===== config.mk =====
export PLATFORM = sky130hd
export DESIGN_NAME = typed_stream_bridge
export DESIGN_NICKNAME = d
export VERILOG_FILES = /design/src/verilog/stream_pkg.sv /design/src/verilog/axi_to_ndata_unpacker.sv /design/src/verilog/ndata_to_axi_packer.sv /design/src/verilog/type_slot.sv /design/src/verilog/typed_stream_bridge.sv
export VERILOG_INCLUDE_DIRS = /design/src /design/src/verilog
export SDC_FILE = /design/constraint.sdc
export NUM_CORES = 1
export LEC_CHECK = 0
export CAP_MARGIN = 20
export CORE_AREA = 2 2 437 439
export DETAILED_ROUTE_END_ITERATION = 7
export DIE_AREA = 0 0 439 441
export DONT_BUFFER_PORTS = 1
export HOLD_SLACK_MARGIN = 0.05
export PLACE_DENSITY = 0.3
export SETUP_SLACK_MARGIN = 0.02
export SYNTH_ARGS = -nofsm -noshare
export SYNTH_HDL_FRONTEND = slang
export SYNTH_SLANG_ARGS = --single-unit

===== constraint.sdc =====
create_clock -name clk -period 7.4 [get_ports clk]
set_input_delay 1.11 -clock clk [delete_from_list [all_inputs] [get_ports clk]]
set_output_delay 1.11 -clock clk [all_outputs]
set_load 0.02 [all_outputs]

===== src/verilog/stream_consts.svh =====
`ifndef STREAM_CONSTS_SVH
`define STREAM_CONSTS_SVH

// Lane geometry of the element stream
`define NUM_ELEMENTS 4
`define ELEM_WIDTH   64
`define WORD_WIDTH   32

// Bytes per element, one strobe per byte on the AXI side
`define ELEM_BYTES   (`ELEM_WIDTH / 8)
`define WORD_BYTES   (`WORD_WIDTH / 8)

// Derived AXI stream widths
`define AXI_WIDTH    (`NUM_ELEMENTS * `ELEM_WIDTH)
`define KEEP_WIDTH   (`AXI_WIDTH / 8)
`define HALF_WIDTH   (`AXI_WIDTH / 2)
`define HALF_KEEP    (`KEEP_WIDTH / 2)

`endif


===== src/verilog/stream_pkg.sv =====
`default_nettype none

`include "stream_consts.svh"

package stream_pkg;

    // Element type codes, anything else is unsupported
    typedef enum logic [3:0] {
        INT32   = 4'd0,
        UINT32  = 4'd1,
        FLOAT32 = 4'd2,
        INT64   = 4'd3,
        UINT64  = 4'd4,
        DOUBLE  = 4'd5
    } elem_type_t;

    typedef logic [`ELEM_WIDTH-1:0]   elem_t;      // One lane
    typedef logic [`WORD_WIDTH-1:0]   word_t;      // Low part of a lane
    typedef logic [`NUM_ELEMENTS-1:0] lane_keep_t; // One bit per lane
    typedef logic [`AXI_WIDTH-1:0]    axi_data_t;
    typedef logic [`KEEP_WIDTH-1:0]   axi_keep_t;
    typedef logic [`HALF_WIDTH-1:0]   half_data_t; // Packed 32-bit elements
    typedef logic [`HALF_KEEP-1:0]    half_keep_t;

    // Lane side beat, lane 0 in the low bits
    typedef struct packed {
        elem_t [`NUM_ELEMENTS-1:0] data;
        lane_keep_t                keep;
        logic                      last;
    } ndata_beat_t;

    typedef struct packed {
        axi_data_t tdata;
        axi_keep_t tkeep;
        logic      tlast;
    } axi_beat_t;

    // Element width in bits, 0 when the code is unsupported
    function automatic int unsigned type_width(elem_type_t typ);
        int unsigned width;
        case (typ)
            INT32, UINT32, FLOAT32: width = 32;
            INT64, UINT64, DOUBLE:  width = 64;
            default:                width = 0;
        endcase
        return width;
    endfunction

endpackage

`default_nettype wire


===== src/verilog/axi_to_ndata_unpacker.sv =====
`timescale 1ns/1ps
`default_nettype none

`include "stream_consts.svh"

module axi_to_ndata_unpacker
    import stream_pkg::*;
(
    input  wire logic       clk,
    input  wire logic       rst_n,

    input  wire elem_type_t elem_type_i,
    input  wire logic       type_valid_i,
    output logic            release_o,

    input  wire axi_beat_t  axi_i,
    input  wire logic       axi_tvalid_i,
    output logic            axi_tready_o,

    output ndata_beat_t     out_o,
    output logic            out_valid_o,
    input  wire logic       out_ready_i
);

    logic       is_32bit;
    logic       upper;          // Half currently presented in 32-bit mode
    logic       beat_ready;
    logic       out_xfer;

    half_data_t half_data;
    half_keep_t half_keep;
    word_t      word;

    elem_t [`NUM_ELEMENTS-1:0] lanes_32;
    lane_keep_t                keep_32;
    lane_keep_t                keep_64;

    assign is_32bit = type_width(elem_type_i) == 32;

    // AXI beat is consumed with its second lane beat
    assign beat_ready   = is_32bit ? out_ready_i && upper : out_ready_i;
    assign axi_tready_o = type_valid_i && beat_ready;

    assign out_valid_o = type_valid_i && axi_tvalid_i;
    assign out_xfer    = out_valid_o && out_ready_i;
    assign release_o   = out_xfer && out_o.last;

    assign half_data = upper ? axi_i.tdata[`AXI_WIDTH-1 -: `HALF_WIDTH]
                             : axi_i.tdata[`HALF_WIDTH-1:0];
    assign half_keep = upper ? axi_i.tkeep[`KEEP_WIDTH-1 -: `HALF_KEEP]
                             : axi_i.tkeep[`HALF_KEEP-1:0];

    always_comb begin
        word = '0;
        for (int i = 0; i < `NUM_ELEMENTS; i++) begin
            word        = half_data[i*`WORD_WIDTH +: `WORD_WIDTH];
            lanes_32[i] = {{(`ELEM_WIDTH - `WORD_WIDTH){1'b0}}, word}; // Zero-extend
            keep_32[i]  = half_keep[i*`WORD_BYTES];
            keep_64[i]  = axi_i.tkeep[i*`ELEM_BYTES];
        end
    end

    always_comb begin
        if (is_32bit) begin
            out_o.data = lanes_32;
            out_o.keep = keep_32;
            out_o.last = axi_i.tlast && upper;         // Only after the upper half
        end else begin
            out_o.data = axi_i.tdata;
            out_o.keep = keep_64;
            out_o.last = axi_i.tlast;
        end
    end

    always_ff @(posedge clk) begin
        if (!rst_n) begin
            upper <= 1'b0;
        end else if (out_xfer && is_32bit) begin
            upper <= !upper;
        end
    end

    a_type_supported: assert property (
        @(posedge clk) disable iff (!rst_n)
        type_valid_i |-> type_width(elem_type_i) inside {32, 64}
    ) else $error("unpacker: unsupported element type %0d", elem_type_i);

endmodule

`default_nettype wire


===== src/verilog/ndata_to_axi_packer.sv =====
`timescale 1ns/1ps
`default_nettype none

`include "stream_consts.svh"

module ndata_to_axi_packer
    import stream_pkg::*;
(
    input  wire logic        clk,
    input  wire logic        rst_n,

    input  wire elem_type_t  elem_type_i,
    input  wire logic        type_valid_i,
    output logic             release_o,

    input  wire ndata_beat_t in_i,
    input  wire logic        in_valid_i,
    output logic             in_ready_o,

    output axi_beat_t        axi_o,
    output logic             axi_tvalid_o,
    input  wire logic        axi_tready_i
);

    logic       is_32bit;
    logic       upper;          // Next 32-bit beat goes to the upper half
    logic       in_xfer;
    logic       beat_done;      // This transfer completes an AXI beat

    half_data_t data_32;
    half_keep_t keep_32;
    axi_keep_t  keep_64;

    axi_beat_t  out_beat;
    axi_beat_t  next_beat;
    logic       out_valid;

    assign is_32bit   = type_width(elem_type_i) == 32;
    assign in_ready_o = type_valid_i && axi_tready_i;
    assign in_xfer    = in_valid_i && in_ready_o;
    assign release_o  = in_xfer && in_i.last;
    assign beat_done  = in_xfer && (!is_32bit || upper || in_i.last);

    // Lane keep bits spread to byte strobes
    always_comb begin
        for (int i = 0; i < `NUM_ELEMENTS; i++) begin
            data_32[i*`WORD_WIDTH +: `WORD_WIDTH] = in_i.data[i][`WORD_WIDTH-1:0];
            for (int j = 0; j < `WORD_BYTES; j++) begin
                keep_32[i*`WORD_BYTES + j] = in_i.keep[i];
            end
            for (int j = 0; j < `ELEM_BYTES; j++) begin
                keep_64[i*`ELEM_BYTES + j] = in_i.keep[i];
            end
        end
    end

    always_comb begin
        next_beat       = out_beat;
        next_beat.tlast = in_i.last;
        if (!is_32bit) begin
            next_beat.tdata = in_i.data;
            next_beat.tkeep = keep_64;
        end else if (!upper) begin
            // Lower half starts a fresh beat, upper half stays empty
            next_beat.tdata = {{`HALF_WIDTH{1'b0}}, data_32};
            next_beat.tkeep = {{`HALF_KEEP{1'b0}}, keep_32};
        end else begin
            next_beat.tdata[`AXI_WIDTH-1 -: `HALF_WIDTH] = data_32;
            next_beat.tkeep[`KEEP_WIDTH-1 -: `HALF_KEEP] = keep_32;
        end
    end

    always_ff @(posedge clk) begin
        if (!rst_n) begin
            upper     <= 1'b0;
            out_valid <= 1'b0;
        end else if (axi_tready_i) begin
            out_valid <= beat_done;                    // Single cycle unless refilled
            if (in_xfer && is_32bit) begin
                upper <= in_i.last ? 1'b0 : !upper;    // Packets start on the lower half
            end
        end
    end

    always_ff @(posedge clk) begin
        if (in_xfer) begin
            out_beat <= next_beat;
        end
    end

    assign axi_o        = out_beat;
    assign axi_tvalid_o = out_valid;

    a_type_supported: assert property (
        @(posedge clk) disable iff (!rst_n)
        type_valid_i |-> type_width(elem_type_i) inside {32, 64}
    ) else $error("packer: unsupported element type %0d", elem_type_i);

    a_axi_stable: assert property (
        @(posedge clk) disable iff (!rst_n)
        axi_tvalid_o && !axi_tready_i |=> axi_tvalid_o && $stable(axi_o)
    ) else $error("packer: AXI beat changed while stalled");

endmodule

`default_nettype wire


===== src/verilog/type_slot.sv =====
`timescale 1ns/1ps
`default_nettype none

module type_slot
    import stream_pkg::*;
(
    input  wire logic       clk,
    input  wire logic       rst_n,

    input  wire elem_type_t type_i,
    input  wire logic       type_valid_i,
    output logic            type_ready_o,

    input  wire logic       release_i,     // Last beat of the packet moved

    output elem_type_t      cur_type_o,
    output logic            cur_valid_o
);

    elem_type_t held_type;
    logic       held_valid;
    logic       type_xfer;

    assign type_ready_o = !held_valid;                 // Only one type in flight
    assign type_xfer    = type_valid_i && type_ready_o;

    always_ff @(posedge clk) begin
        if (!rst_n) begin
            held_valid <= 1'b0;
        end else if (release_i) begin
            held_valid <= 1'b0;                        // Also covers a single-beat packet
        end else if (type_xfer) begin
            held_valid <= 1'b1;
        end
    end

    always_ff @(posedge clk) begin
        if (type_xfer) begin
            held_type <= type_i;
        end
    end

    // Flow-through while empty
    assign cur_type_o  = held_valid ? held_type : type_i;
    assign cur_valid_o = held_valid || type_valid_i;

    // The converter may only end a packet whose type it has seen
    a_release_with_type: assert property (
        @(posedge clk) disable iff (!rst_n)
        release_i |-> cur_valid_o
    ) else $error("type_slot: release without a current type");

endmodule

`default_nettype wire


===== src/verilog/typed_stream_bridge.sv =====
`timescale 1ns/1ps
`default_nettype none

module typed_stream_bridge
    import stream_pkg::*;
(
    input  wire logic        clk,
    input  wire logic        rst_n,

    // Transmit side
    input  wire elem_type_t  tx_type_i,
    input  wire logic        tx_type_valid_i,
    output logic             tx_type_ready_o,
    input  wire ndata_beat_t tx_in_i,
    input  wire logic        tx_in_valid_i,
    output logic             tx_in_ready_o,
    output axi_beat_t        tx_axi_o,
    output logic             tx_axi_tvalid_o,
    input  wire logic        tx_axi_tready_i,

    // Receive side
    input  wire elem_type_t  rx_type_i,
    input  wire logic        rx_type_valid_i,
    output logic             rx_type_ready_o,
    input  wire axi_beat_t   rx_axi_i,
    input  wire logic        rx_axi_tvalid_i,
    output logic             rx_axi_tready_o,
    output ndata_beat_t      rx_out_o,
    output logic             rx_out_valid_o,
    input  wire logic        rx_out_ready_i
);

    elem_type_t tx_cur_type;
    logic       tx_cur_valid;
    logic       tx_release;

    elem_type_t rx_cur_type;
    logic       rx_cur_valid;
    logic       rx_release;

    type_slot u_tx_slot (
        .clk          (clk),
        .rst_n        (rst_n),
        .type_i       (tx_type_i),
        .type_valid_i (tx_type_valid_i),
        .type_ready_o (tx_type_ready_o),
        .release_i    (tx_release),
        .cur_type_o   (tx_cur_type),
        .cur_valid_o  (tx_cur_valid)
    );

    ndata_to_axi_packer u_packer (
        .clk          (clk),
        .rst_n        (rst_n),
        .elem_type_i  (tx_cur_type),
        .type_valid_i (tx_cur_valid),
        .release_o    (tx_release),
        .in_i         (tx_in_i),
        .in_valid_i   (tx_in_valid_i),
        .in_ready_o   (tx_in_ready_o),
        .axi_o        (tx_axi_o),
        .axi_tvalid_o (tx_axi_tvalid_o),
        .axi_tready_i (tx_axi_tready_i)
    );

    type_slot u_rx_slot (
        .clk          (clk),
        .rst_n        (rst_n),
        .type_i       (rx_type_i),
        .type_valid_i (rx_type_valid_i),
        .type_ready_o (rx_type_ready_o),
        .release_i    (rx_release),
        .cur_type_o   (rx_cur_type),
        .cur_valid_o  (rx_cur_valid)
    );

    axi_to_ndata_unpacker u_unpacker (
        .clk          (clk),
        .rst_n        (rst_n),
        .elem_type_i  (rx_cur_type),
        .type_valid_i (rx_cur_valid),
        .release_o    (rx_release),
        .axi_i        (rx_axi_i),
        .axi_tvalid_i (rx_axi_tvalid_i),
        .axi_tready_o (rx_axi_tready_o),
        .out_o        (rx_out_o),
        .out_valid_o  (rx_out_valid_o),
        .out_ready_i  (rx_out_ready_i)
    );

endmodule

`default_nettype wire

-- Word-level counts from Yosys, hierarchy flattened
Cells that the tools add are included.
- register bits: 302
- input bits: 566
- output and inout port bits: 556
- logic and storage cells: 73
- equal/unequal tests: 13
- multiplexer cells: 14
- bitwise logic cells: 1
- reduce and logical (&&, ||, !) cells: 33
- operators with widths (kind ; count):
    2-to-1 mux 128 bit ; 3
    2-to-1 mux 288 bit ; 1
    2-to-1 mux 261 bit ; 1
    2-to-1 mux 16 bit ; 2
    one-hot mux 7 bit (2 select lines) ; 2
    == test 4 x 2 -> 1 bit (second input constant) ; 4
    == test 4 x 3 -> 1 bit (second input constant) ; 4
    == test 7 x 6 -> 1 bit (second input constant) ; 2
    logical AND 1 bit ; 14
    2-to-1 mux 13 bit ; 1
    OR reduction 3 bit ; 4
    == test 4 x 1 -> 1 bit (second input constant) ; 2
    logical NOT 4 bit ; 2
    2-to-1 mux 4 bit ; 2
    logical NOT 1 bit ; 5
    logical OR 1 bit ; 4
    AND reduction 2 bit ; 2
    OR reduction 2 bit ; 2
    2-to-1 mux 1 bit ; 2
    != test 2 bit (second input constant) ; 1
    inverter 1 bit ; 1

-- Logic depth before layout (Yosys ltp)
Gate-level depths: netlist of the first run.
- depth after elaboration: 9
- depth in mapped cells: 8
- gate-level depth less buffers: 4

-- By module
A second synthesis of the first run with hierarchy kept.
- cells, all modules: 1611
- area, all modules: 15238.4 µm²
- modules (own cells, without submodules) (module ; times used ; cells each ; area an instance (µm²) ; seq. area each (µm²)):
    ndata_to_axi_packer ; 1 ; 1060 ; 11305.8 ; 7997.7
    axi_to_ndata_unpacker ; 1 ; 523 ; 3484.6 ; 20.0
    type_slot ; 2 ; 14 ; 224.0 ; 140.1

-- Worst setup path before layout of the first run
OpenSTA, ideal clock, no wires.
- path kind: in2reg
- from: input port tx_type_i[1]
- to: register u_packer.out_beat, in the netlist u_packer.axi_o[100] (enable)
- data arrival time: 7.180 ns
- data required time: 6.775 ns
- setup slack: -0.404 ns
- stages: 6
- buffers on the path: 2
- path through: a2111oi_2 > a21oi_1 > buf_4 > buf_6 > nor2b_1 > nor2_1
- longest elaborated chain between the ends: 7
- elaborated cells on any way between the ends: 13
- those cells by class: eq/ne (7); mux (2); reduce/logical (4)
- ends and longest elaborated chain (what ; RTL line ; RTL):
    from (decl) ; typed_stream_bridge.sv:11 ; input wire elem_type_t tx_type_i,
    2-to-1 mux 4 bit (*) ; type_slot.sv:44 ; assign cur_type_o = held_valid ? held_type : type_i;
    == test 4 x 2 -> 1 bit, or another cell as far along ; stream_pkg.sv:41 ; case (typ)
    OR reduction 3 bit ; stream_pkg.sv:41 ;
    one-hot mux 7 bit (2 select lines) (*) ; stream_pkg.sv:41 ;
    == test 7 x 6 -> 1 bit (*) ; ndata_to_axi_packer.sv:38 ; assign is_32bit = type_width(elem_type_i) == 32;
    != test 2 bit (no line) (*) ; -- ;
    AND reduction 2 bit (no line) (*) ; -- ;
    to (signal assigned) ; ndata_to_axi_packer.sv:87 ; out_beat <= next_beat;
    to (decl) ; ndata_to_axi_packer.sv:34 ; axi_beat_t out_beat;
Mark *: on every way between the ends. The rest lies on a longest branch, timed or not.
A chain may end at the register's enable or synchronous reset.

==> impl_results.md, run 1 <==
- Status: finished, violations left
- Failing checks: DRC
- CP Cell Sequence: a211oi_1 > a21oi_4 > buf_12 > o21ai_0 > buf_4
- Minimum clock period after layout: between 4000 and 5000 ps
- Clock-pin slew on the worst setup and hold paths: 70 ps
- TritonCTS clock tree: done
- Max-slew headroom: 15.24%
- GR Util All Layers: 8.666%
- Crit. End Element: output pin
- Buffers on Ports: 0
- HPWL after DPL: between 70 and 80 mm
- Pin count of the biggest net entering global routing: between 150 and 200
- Sw Pwr: about 1.4 mW
- Power Total: 4.390 mW
- Seq pwr share: 44.5%
- Maximum clock rate: 229.9 MHz
- WP data required: 6290 ps
- Initial DRC count: 595
- Max incr delay on CP: 880 ps
- Cell area after layout: 19360 um^2
- Initial Util: 8.118%
- Vias: between 10000 and 15000
- Leak Pwr: 5.898 nW
- Max cap viols: 0
- Fin nets: 1899
- Commonest non-fill, non-tap cell in the layout: nand2_1
- Via density: 2.791
- Htree depth: 2
- Cell Rows: 160
- Clock power frac: 40.7%
- DIE AREA: 193600 um^2
- Clock skew: around 23 ps
- Switching part of the total: 31.26%
- Routed Antenna Nets: 0
- CP startpoint kind: flop
- Number of buffers and inverters on the critical path: 2
- Die X-Extent: between 400 and 500 um
- Post-Syn Nets: 1960
- DRC: 4
- Fin cells: 3901
- Yosys warnings: 0
- Slew @ Worst Pin: 1258 ps
- Vias in the first global route: 10790
- CTS Root Cell: clkbuf_16
- Final period util: about three fifths
- DP Cell Count: between 3000 and 4000
- Drt first pass iters: 6
- Die height: roughly 440 um
- Initial antenna violation count: 24
- Slowest cell on the critical path: o21ai_0
- Logic pwr share: 14.8%
- Worst VDD drop: 0.0001108 V
- Fraction of layout cells with a size suffix above 1: 16.83%
- Area of the core: 189200 um^2
- Worst-path fanout max: ~150
- Sequential cell area fraction in the yosys report: 54.03%
- Gpl congestion: 1.112
- Cts hold-fix bufs: 0
- Clk Latency, worst-skew pair: 580 ps
- Final TNS setup: 0 ps
- Syn_area_per_cell: 11.02 um^2
- Gate Count Post-Synth: 1394
- DP Area: 18120 um^2
- First-pass GRT wire length: approximately 110 mm
- Setup bufs post-CTS: 0
- RSZ-0062 raised after global routing: no
- Clk sinks: 278
- CTS max path bufs: 3
- PwrDens: 226.8 nW/um^2
- Family with the most delay on the worst path: compound AO/OA/AOI/OAI gates
- Post-CTS sizing: 0
- #FFs+latches synth: approximately 280
- CTS Buf Count: 37
- Worst Path Arrival: 3240 ps
- Overflow after GRT: 0
- Number of top-level pins: 1122
- Worst Hold Class: input pin to flop
- Final slew viol count: 0
- Internal power: 3.018 mW
- WL per Instance: 23.22 um
- Post-synthesis cell area: between 15000 and 20000 um^2
- Count of cell types in the netlist: 33
- Count of final hold-check violations: 0
- # setup viols final: 0
- Syn-to-layout area delta: 26.03%
- Place WS: between 3000 and 4000 ps
- WS Path Type: flop to output pin
- Post-Route WL: 90.57 mm
- Setup slack after layout: roughly 3100 ps
- Leading cell types in the layout, fill and taps excluded: 361 x nand2_1, 273 x edfxtp_1, 186 x o21ai_0
-- per-stage QoR --
step                hold slack (ps)  utilization, %
floorplan                     547.5               -
global placement              697.7           9.579
detailed placement            691.2           9.579
CTS                           535.0           10.19
global route                  558.6           10.22
finish                        618.1           10.23
-- layer usage --
layer | up-vias | wire length, um | GRT usage [%]
li1 | 4805 | - | -
met1 | 5239 | 27790 | 7.667
met2 | 685 | 51480 | 17.28
met3 | 157 | 5415 | 2.186
met4 | 0 | 5885 | 5.299
met5 | - | 0 | 0
-- cell usage after synthesis (all sizes together) --
cell type | n | share of area, %
o21ai | 232 | 7.6
o211ai | 1 | 0.049
dfxtp | 5 | 0.65
a211oi | 1 | 0.049
nor2b | 3 | 0.12
o221a | 1 | 0.073
edfxtp | 273 | 53
a21oi | 4 | 0.15
nor3b | 1 | 0.081
and2 | 128 | 5.2
or3 | 1 | 0.041
or4 | 1 | 0.049
mux2 | 132 | 11
inv | 4 | 0.098
a31oi | 2 | 0.081
mux2i | 99 | 6.5
o311ai | 1 | 0.11
nor2 | 1 | 0.024
nand3b | 1 | 0.049
buf | 73 | 3.4
a2111oi | 2 | 0.28
nand2 | 361 | 8.8
a22o | 2 | 0.11
a22oi | 2 | 0.098
nand2b | 1 | 0.041
clkbuf | 58 | 1.4
o21a | 4 | 0.20
-- registers in the layout, summed over array words and instances (netlist names) --
register,flops
u_unpacker.upper,1
u_rx_slot.held_valid,1
u_tx_slot.held_valid,1
u_packer.axi_tvalid_o,1
u_packer.upper,1
u_packer.axi_o,265
u_tx_slot.held_type,4
u_rx_slot.held_type,4
-- worst reg2reg max path, stage by stage, from the launching register on --
cell and delay [ps]:
dfxtp_1 430, nor3b_2 240, a21oi_4 200, buf_12 380, buf_4 800, o21ai_0 410
-- kinds of logic after synthesis --
kind of cell           Yosys count  synth area share, %
AO/OA/AOI/OAI                  252                8.758
buffers and inverters          135                4.953
flip-flops                     278                54.03
multiplexers                   231                17.82
AND/OR/NAND/NOR                498                14.44
-- power by group through the flow --
stage / registers [mW] / clock network, mW / logic (mW)
2_1_floorplan: 1.96 / 0 / 0.513
3_3_place_gp: 2.00 / 0 / 0.668
3_5_place_dp: 1.99 / 0 / 0.667
4_1_cts: 1.96 / 1.90 / 0.669
5_1_grt: 1.96 / 1.93 / 0.701
6_report: 1.95 / 1.79 / 0.649
-- cell type report --
class	count	area [um^2]
antenna	29	72.57
sequential	278	8305
inverter	4	20.02
fill	21730	169800
clock buffer	43	948.4
tap	2511	3142
multi-input combinational	981	6334
clock inverter	24	214.0
timing repair buffer	31	320.3
-- final timing paths --
path                                             start                     end  slack (ps)  cells past startpoint
worst min register to register        u_unpacker.upper        u_unpacker.upper         700                      2
worst max register to register    u_tx_slot.held_valid     u_packer.axi_o[212]        4610                      5
worst max-delay path            u_rx_slot.held_type[0]           rx_out_o[225]        3050                      5
worst min-delay path                      rx_type_i[2]  u_rx_slot.held_type[2]         620                      0
No activity file was read; power rests on OpenSTA's default activity.
==> run 2, diff against run 1 <==
==> constraint.sdc (replaced) <==
create_clock -name clk -period 4.5 [get_ports clk]
set_input_delay 0.675 -clock clk [delete_from_list [all_inputs] [get_ports clk]]
set_output_delay 0.675 -clock clk [all_outputs]
set_load 0.02 [all_outputs]
==> run 2 against run 1 <==
The flow now finishes without violations. Critical path type unchanged. Sequential share of layout area shrank 0.41 points. Global-route usage is 0.062 points higher. Via count grew 0.86%. Routed wire length barely moved. Worst setup slack got worse by 2400 ps.
==> impl_results.md, run 2 (synthesis results as in run 1) <==
- Status: finished clean
- Clock skew: 26.68 ps (+3.865 ps)
- Clk Latency, worst-skew pair: 570 ps (about the same)
- Fraction of layout cells with a size suffix above 1: 18.79% (+2.0 points)
- R2R cell count: 5 (unchanged)
- Setup bufs post-CTS: 0 (unchanged)
- Gpl congestion: 1.047 (-5.9%)
- Final slew viol count: 0 (unchanged)
- Worst-path fanout max: 78 (-48%)
- DRC: 0 (-4)
- Overflow after GRT: 0 (unchanged)
- Htree depth: 2 (unchanged)
- Die X-Extent: 439 um (unchanged)
- CTS max path bufs: 3 (unchanged)
- CTS Buf Count: 34 (-8.1%)
- Area of the core: 189200 um^2 (unchanged)
- Vias in the first global route: 11110 (+3.0%)
- Leading cell types in the layout, fill and taps excluded: 361 x nand2_1, 273 x edfxtp_1, 181 x o21ai_0
- Worst Hold Class: input pin to flop
- PwrDens: 357.5 nW/um^2 (+58%)
- Slowest cell on the critical path: o21ai_0
- Routed Antenna Nets: 0 (unchanged)
- Final period util: between 80 and 90%
- Max cap viols: 0 (unchanged)
- Hold depth: 0 (unchanged)
- # setup viols final: 0 (unchanged)
- Pin count of the biggest net entering global routing: 110 (-38%)
- Maximum clock rate: 262.1 MHz
- Drt first pass iters: 5 (-1)
- R2r setup slk: 1890 ps (-2720 ps)
- CP startpoint kind: flop
- Slew @ Worst Pin: 1083 ps (-175.4 ps)
- Initial antenna violation count: 19 (-21%)
- Final Util: 10.33% (+0.098 points)
- RR Endpoint: u_packer.axi_o[70]
- First-pass GRT wire length: 113.0 mm (+1.1%)
- Max layer used: met5
- Cts hold-fix bufs: 0 (unchanged)
- Largest register FFs: 265 (unchanged)
- Reg2reg start: u_tx_slot.held_valid
- Fin cells: 3917 (+0.41%)
- Post-Route WL: 90.58 mm (about the same)
- CP Cell Sequence: a211oi_1 > a21oi_4 > buf_12 > buf_12 > o21ai_0
- Syn-to-layout area delta: 27.23%
- Minimum clock period after layout: 3815 ps
- Leak Pwr: 6.046 nW (+2.5%)
- WP data required: 3830 ps (-2460 ps)
- Max-slew headroom: 27.05% (+12 points)
- Setup slack after layout: 684.6 ps (-2366 ps)
- Routed length on met2: 52.31 mm (+1.6%)
- HPWL after DPL: 75.32 mm (+2.4%)
- DIE AREA: 193600 um^2 (unchanged)
- RSZ-0062 raised after global routing: no
- TritonCTS clock tree: done
- Most used cell, CP: buf_12
- Endpoint, Worst Hold: u_packer.axi_o[47]
- HP Start: tx_in_i[19]
- Max incr delay on CP: 880 ps (about the same)
- CTS Root Cell: clkbuf_16
- Sequential cell area: 8305 um^2 (unchanged)
- Fin nets: 1936 (+1.9%)
- Worst Path Arrival: 3140 ps (-100 ps)
- Post-CTS sizing: 0 (unchanged)
- Clock-pin slew on the worst setup and hold paths: 60 ps (about the same)
- Number of top-level pins: 1122 (unchanged)
- Vias: 10980 (+0.86%)
- Buffers on Ports: 0 (unchanged)
- Final TNS setup: 0 ps (unchanged)
- Die height: 441 um (unchanged)
- Worst VDD drop: 0.0001551 V (+40%)
- Initial Util: 8.118% (unchanged)
- Layout filler cell count: 21760 (+0.12%)
- GR Util All Layers: 8.728% (+0.062 points)
- WS Path Type: flop to output pin
- Met3 Wirelength: 5.471 mm (+1.0%)
- Cell Rows: 160 (unchanged)
- Initial DRC count: 714 (+20%)
- Count of final hold-check violations: 0 (unchanged)
- DP Cell Count: 3845 (+1.1%)
- Crit. End Element: output pin
- Via density: 2.803 (+0.45%)
- M1 WL: 27.98 mm (+0.70%)
- Clk sinks: 278 (unchanged)
- Commonest non-fill, non-tap cell in the layout: nand2_1
- Multi-input logic area: 6337 um^2 (about the same)
- WL per Instance: 23.12 um (-0.40%)
- Place WS: 1120 ps (-2013 ps)
-- run 2: changes by cell type in the layout (fill, tap and decap cells not counted), moves of 3 or more --
| cell | change |
|---|---|
| clkbuf_1 | +4 |
| clkinv_1 | -3 |
| buf_4 | +35 |
| o21ai_0 | -5 |
| diode_2 | -17 |
| clkbuf_16 | -3 |
| inv_6 | -3 |
| o21ai_1 | +4 |
| buf_12 | +5 |
-- run 2: final cells by class --
cell class                      count  area share, %
Clock buffer                       45          4.616
Inverter                            4         0.1024
Sequential cell                   278          42.50
Clock inverter                     15         0.6211
Antenna cell                       12         0.1537
Timing Repair Buffer               71          3.496
Tap cell                         2511          16.08
Multi-Input combinational cell    981          32.43
-- run 2: stage by stage --
stage	cell area (um^2)	power, mW	hold WS [ps]
after global routing	19540	7.308	139.4
after floorplan	15370	4.060	547.5
after global placement	18490	4.445	619.0
after CTS	19510	7.180	124.9
final	19540	6.987	193.6
after detailed placement	18490	4.441	623.1
-- run 2: critical path: cells and delay by family (launching register included) --
family	cells	cell delay, ps
compound gates	3	1730
buf+inv	2	400
flops	1	350
-- run 2: how the worst max path moves through the flow --
stage                                       from                    end  cells past startpoint  slack (ps)
after global routing        u_rx_slot.held_valid            rx_out_o[6]                      6         470
after detailed placement            rx_type_i[0]          rx_out_o[151]                      5        1120
after CTS                   u_rx_slot.held_valid            rx_out_o[6]                      6         490
final                     u_rx_slot.held_type[0]          rx_out_o[225]                      5         680
after global placement              rx_type_i[0]          rx_out_o[151]                      5        1110
after floorplan                    tx_in_valid_i  u_packer.axi_tvalid_o                      4         540
-- run 2: where the power goes --
part	internal (mW)	total, mW	switching [mW]
sequential	3.00	3.21	0.205
combinational	0.346	1.13	0.787
clock	1.48	2.64	1.17
total	4.83	6.99	2.16
-- run 2: metal layers --
metal  vias up  GRT usage (%)
li1       4843              -
met1      5256          7.858
met2       696          17.68
met3       179          2.006
met4         6          4.684
met5         -              0
==> run 3, diff against run 2 <==
--- a/config.mk
+++ b/config.mk
@@ -6,10 +6,11 @@
 export SDC_FILE = /design/constraint.sdc
 export NUM_CORES = 1
 export LEC_CHECK = 0
+export ABC_AREA = 1
 export CAP_MARGIN = 20
-export CORE_AREA = 2 2 437 439
+export CORE_AREA = 2 2 440 442
 export DETAILED_ROUTE_END_ITERATION = 7
-export DIE_AREA = 0 0 439 441
+export DIE_AREA = 0 0 442 444
 export DONT_BUFFER_PORTS = 1
 export HOLD_SLACK_MARGIN = 0.05
 export PLACE_DENSITY = 0.3
==> constraint.sdc (replaced) <==
create_clock -name clk -period 4 [get_ports clk]
set_input_delay 0.6 -clock clk [delete_from_list [all_inputs] [get_ports clk]]
set_output_delay 0.6 -clock clk [all_outputs]
set_load 0.02 [all_outputs]
==> run 3 against run 2 <==
Non-clock buffer count shrank 7. Clock skew grew 1.6 ps. Via count grew 14%. Critical path depth grew 1. Clock power grew 25%. Critical endpoint is now rx_out_o[86]. Flip-flop and latch count is the same. Core utilization shrank 0.46 points. Global-route usage grew 0.89 points. Sequential share of layout area grew 1.4 points. Sequential power grew 12%.
==> impl_results.md, run 3 <==
- PwrDens: 432.9 nW/um^2 (+21%)
- Max incr delay on CP: 660 ps (-220 ps)
- M3 GR Usage: 2.362% (+0.36 points)
- Clock skew: 28.26 ps (+1.574 ps)
- Maximum clock rate: roughly 280 MHz
- Post-synthesis async set-or-reset flop share: 0% (unchanged)
- Final slew viol count: 0 (unchanged)
- WL per Instance: 23.64 um (+2.2%)
- Routed Antenna Nets: 0 (unchanged)
- Largest register FFs: 265 (unchanged)
- Reg2reg start: u_tx_slot.held_valid
- Fraction of layout cells with a size suffix above 1: 7.743% (-11 points)
- Final TNS setup: 0 ps (unchanged)
- Worst VDD drop: 0.0001906 V (+23%)
- Yosys warnings: 0 (unchanged)
- Layout filler cell count: 22230 (+2.2%)
- Buffers on Ports: 0 (unchanged)
- Count of cell types in the netlist: 20 (-39%)
- Met1 usage: 8.475% (+0.62 points)
- Vias in the first global route: 12260 (+10%)
- WP data required: 3400 ps (-430 ps)
- CP startpoint: u_rx_slot.held_valid
- Pin count of the biggest net entering global routing: 143 (+30%)
- Post-Syn Nets: 2253 (+15%)
- CP startpoint kind: flop
- Gpl congestion: 1.127 (+7.6%)
- Worst Hold Class: input pin to flop
- Max cap viols: 0 (unchanged)
- CTS max path bufs: 3 (unchanged)
- Synth area leaders: edfxtp_1 56%, nand2_1 12%, o21ai_0 6.5%
- DRC: 0 (unchanged)
- Minimum clock period after layout: 3511 ps
- First-pass GRT wire length: 126.3 mm (+12%)
- Clock-pin slew on the worst setup and hold paths: 70 ps (about the same)
- Post-synthesis cell area: 14690 um^2 (-4.4%)
- Slowest cell on the critical path: o211ai_1
- Most common cell in the netlist: nand2_1
- Die height: 444 um (+0.68%)
- Drt first pass iters: 5 (unchanged)
- Vias: 12560 (+14%)
- Setup bufs post-CTS: 0 (unchanged)
- HP Start: tx_in_i[13]
- Number of buffers and inverters on the critical path: 2 (unchanged)
- Synth top cells by count: 467 x nand2_1, 273 x edfxtp_1, 241 x inv_1, 190 x o21ai_0, 144 x nor2_1
- Final period util: 87.77%
- Clk sinks: 278 (unchanged)
- Busiest grt layer: met2
- Post-synth EDFFs: 273 (unchanged)
- CTS Buf Count: 34 (unchanged)
- Syn-to-layout area delta: 28.77%
- Die X-Extent: 442 um (+0.68%)
- Initial Util: 7.666% (-0.45 points)
- Syn_area_per_cell: 8.706 um^2 (-21%)
- Leak Pwr: 6.840 nW (+13%)
- Initial DRC count: 713 (-0.14%)
- Post-CTS sizing: 0 (unchanged)
- # setup viols final: 0 (unchanged)
- Clk Latency, worst-skew pair: 560 ps (about the same)
- Crit. End Element: output pin
- CP Cell Sequence: inv_2 > nand3_1 > nand2_8 > nand2_4 > buf_4 > o211ai_1
- CTS Root Cell: clkbuf_16
- Count of final hold-check violations: 0 (unchanged)
- Cts hold-fix bufs: 0 (unchanged)
- Top-area cell type share of the netlist area: 55.82% (+2.4 points)
- Worst Path Arrival: 2910 ps (-230 ps)
- Slew @ Worst Pin: 895.0 ps (-187.7 ps)
- Status: finished clean
- Dominant cell type by area after synthesis: edfxtp_1
- Cell Rows: 161 (+0.63%)
- GR Util met2: 19.38% (+1.7 points)
- Leading cell types in the layout, fill and taps excluded: 467 x nand2_1, 273 x edfxtp_1, 240 x inv_1
- Number of top-level pins: 1122 (unchanged)
- Area of the core: 191600 um^2 (+1.3%)
- HPWL after DPL: 82.74 mm (+9.8%)
- Via density: 2.961 (+5.6%)
- GR Util All Layers: 9.622% (+0.89 points)
- Family with the most delay on the worst path: simple AND/OR/NAND/NOR gates
- DIE AREA: 196200 um^2 (+1.4%)
- Commonest non-fill, non-tap cell in the layout: nand2_1
- Final Util: 9.872% (-0.46 points)
- #FFs+latches synth: 278 (unchanged)
- Fin nets: 2220 (+15%)
- Worst-path fanout max: 31 (-60%)
- Post-Route WL: 100.2 mm (+11%)
- Overflow after GRT: 0 (unchanged)
- Gate Count Post-Synth: 1687 (+21%)
- Initial antenna violation count: 37 (+18)
- Max-slew headroom: 39.70% (+13 points)
- Htree depth: 2 (unchanged)
- WS Path Type: flop to output pin
- Most common flop cell mapped by yosys: edfxtp_1
- Sequential cell area fraction in the yosys report: 56.50% (+2.5 points)
- TritonCTS clock tree: done
- RSZ-0062 raised after global routing: no
==> run 3: changes by cell type in the layout (fill, tap and decap cells not counted), moves of 23 or more <==
cell,previous run,this run
and2_1,128,0
o211ai_1,1,66
o22ai_1,0,34
mux2i_1,99,0
mux2_2,63,0
o21ai_1,50,7
nand3_1,0,109
mux2_4,69,0
inv_1,3,240
nand2_1,361,467
nor2_1,0,142
diode_2,12,35
==> run 3: final cells by class <==
cell class                 count  area (um^2)  area share, %
antenna                       35        87.58         0.4631
clock buffer                  40        873.3          4.618
clock inverter                21        267.8          1.416
inverter                     247        937.1          4.955
multi-input combinational   1029         4666          24.67
sequential                   278         8302          43.90
tap                         2526         3161          16.71
timing repair buffer          64        618.1          3.268
==> run 3: path summary, 6_finish.rpt <==
check | to | slack, ps | cells past startpoint
worst max-delay path | rx_out_o[86] | 490 | 6
worst min-delay path | u_packer.axi_o[41] | 130 | 0
worst max register to register | u_packer.axi_o[73] | 1650 | 5
worst min register to register | u_packer.upper | 540 | 2
==> run 3: logic make-up (layout without fill, tap and decap cells) <==
logic type | count (synthesis) | in the layout | share of synthesized area, %
AOI/OAI and AO/OA | 301 | 301 | 11.67
and+or+nand+nor | 728 | 728 | 19.70
other | 0 | 35 | 0
buffers and inverters | 380 | 372 | 12.13
DFF | 278 | 278 | 56.50
==> run 3: report_power, final <==
part,switching (mW),internal [mW],total [mW]
Combinational,1.02,0.269,1.28
Clock,1.37,1.91,3.29
Sequential,0.227,3.39,3.61
==> run 3: layer usage <==
metal / vias up / wire length (um)
li1: 5495 / -
met1: 6077 / 30700
met2: 772 / 57060
met3: 208 / 6313
met4: 4 / 6125
met5: - / 26
==> run 3: metrics by stage <==
stage | hold slack (ps) | area, um^2 | worst slack (ps) | total power [mW] | std cells
floorplan | 480.5 | 14710 | -3037 | 4.545 | 1687
global placement | 524.1 | 17680 | 849.3 | 5.001 | 4144
detailed placement | 529.0 | 17680 | 837.2 | 4.991 | 4144
CTS | 61.50 | 18820 | 377.6 | 8.389 | 4205
global route | 79.23 | 18900 | 250.7 | 8.551 | 4234
finish | 128.3 | 18910 | 489.3 | 8.187 | 4240
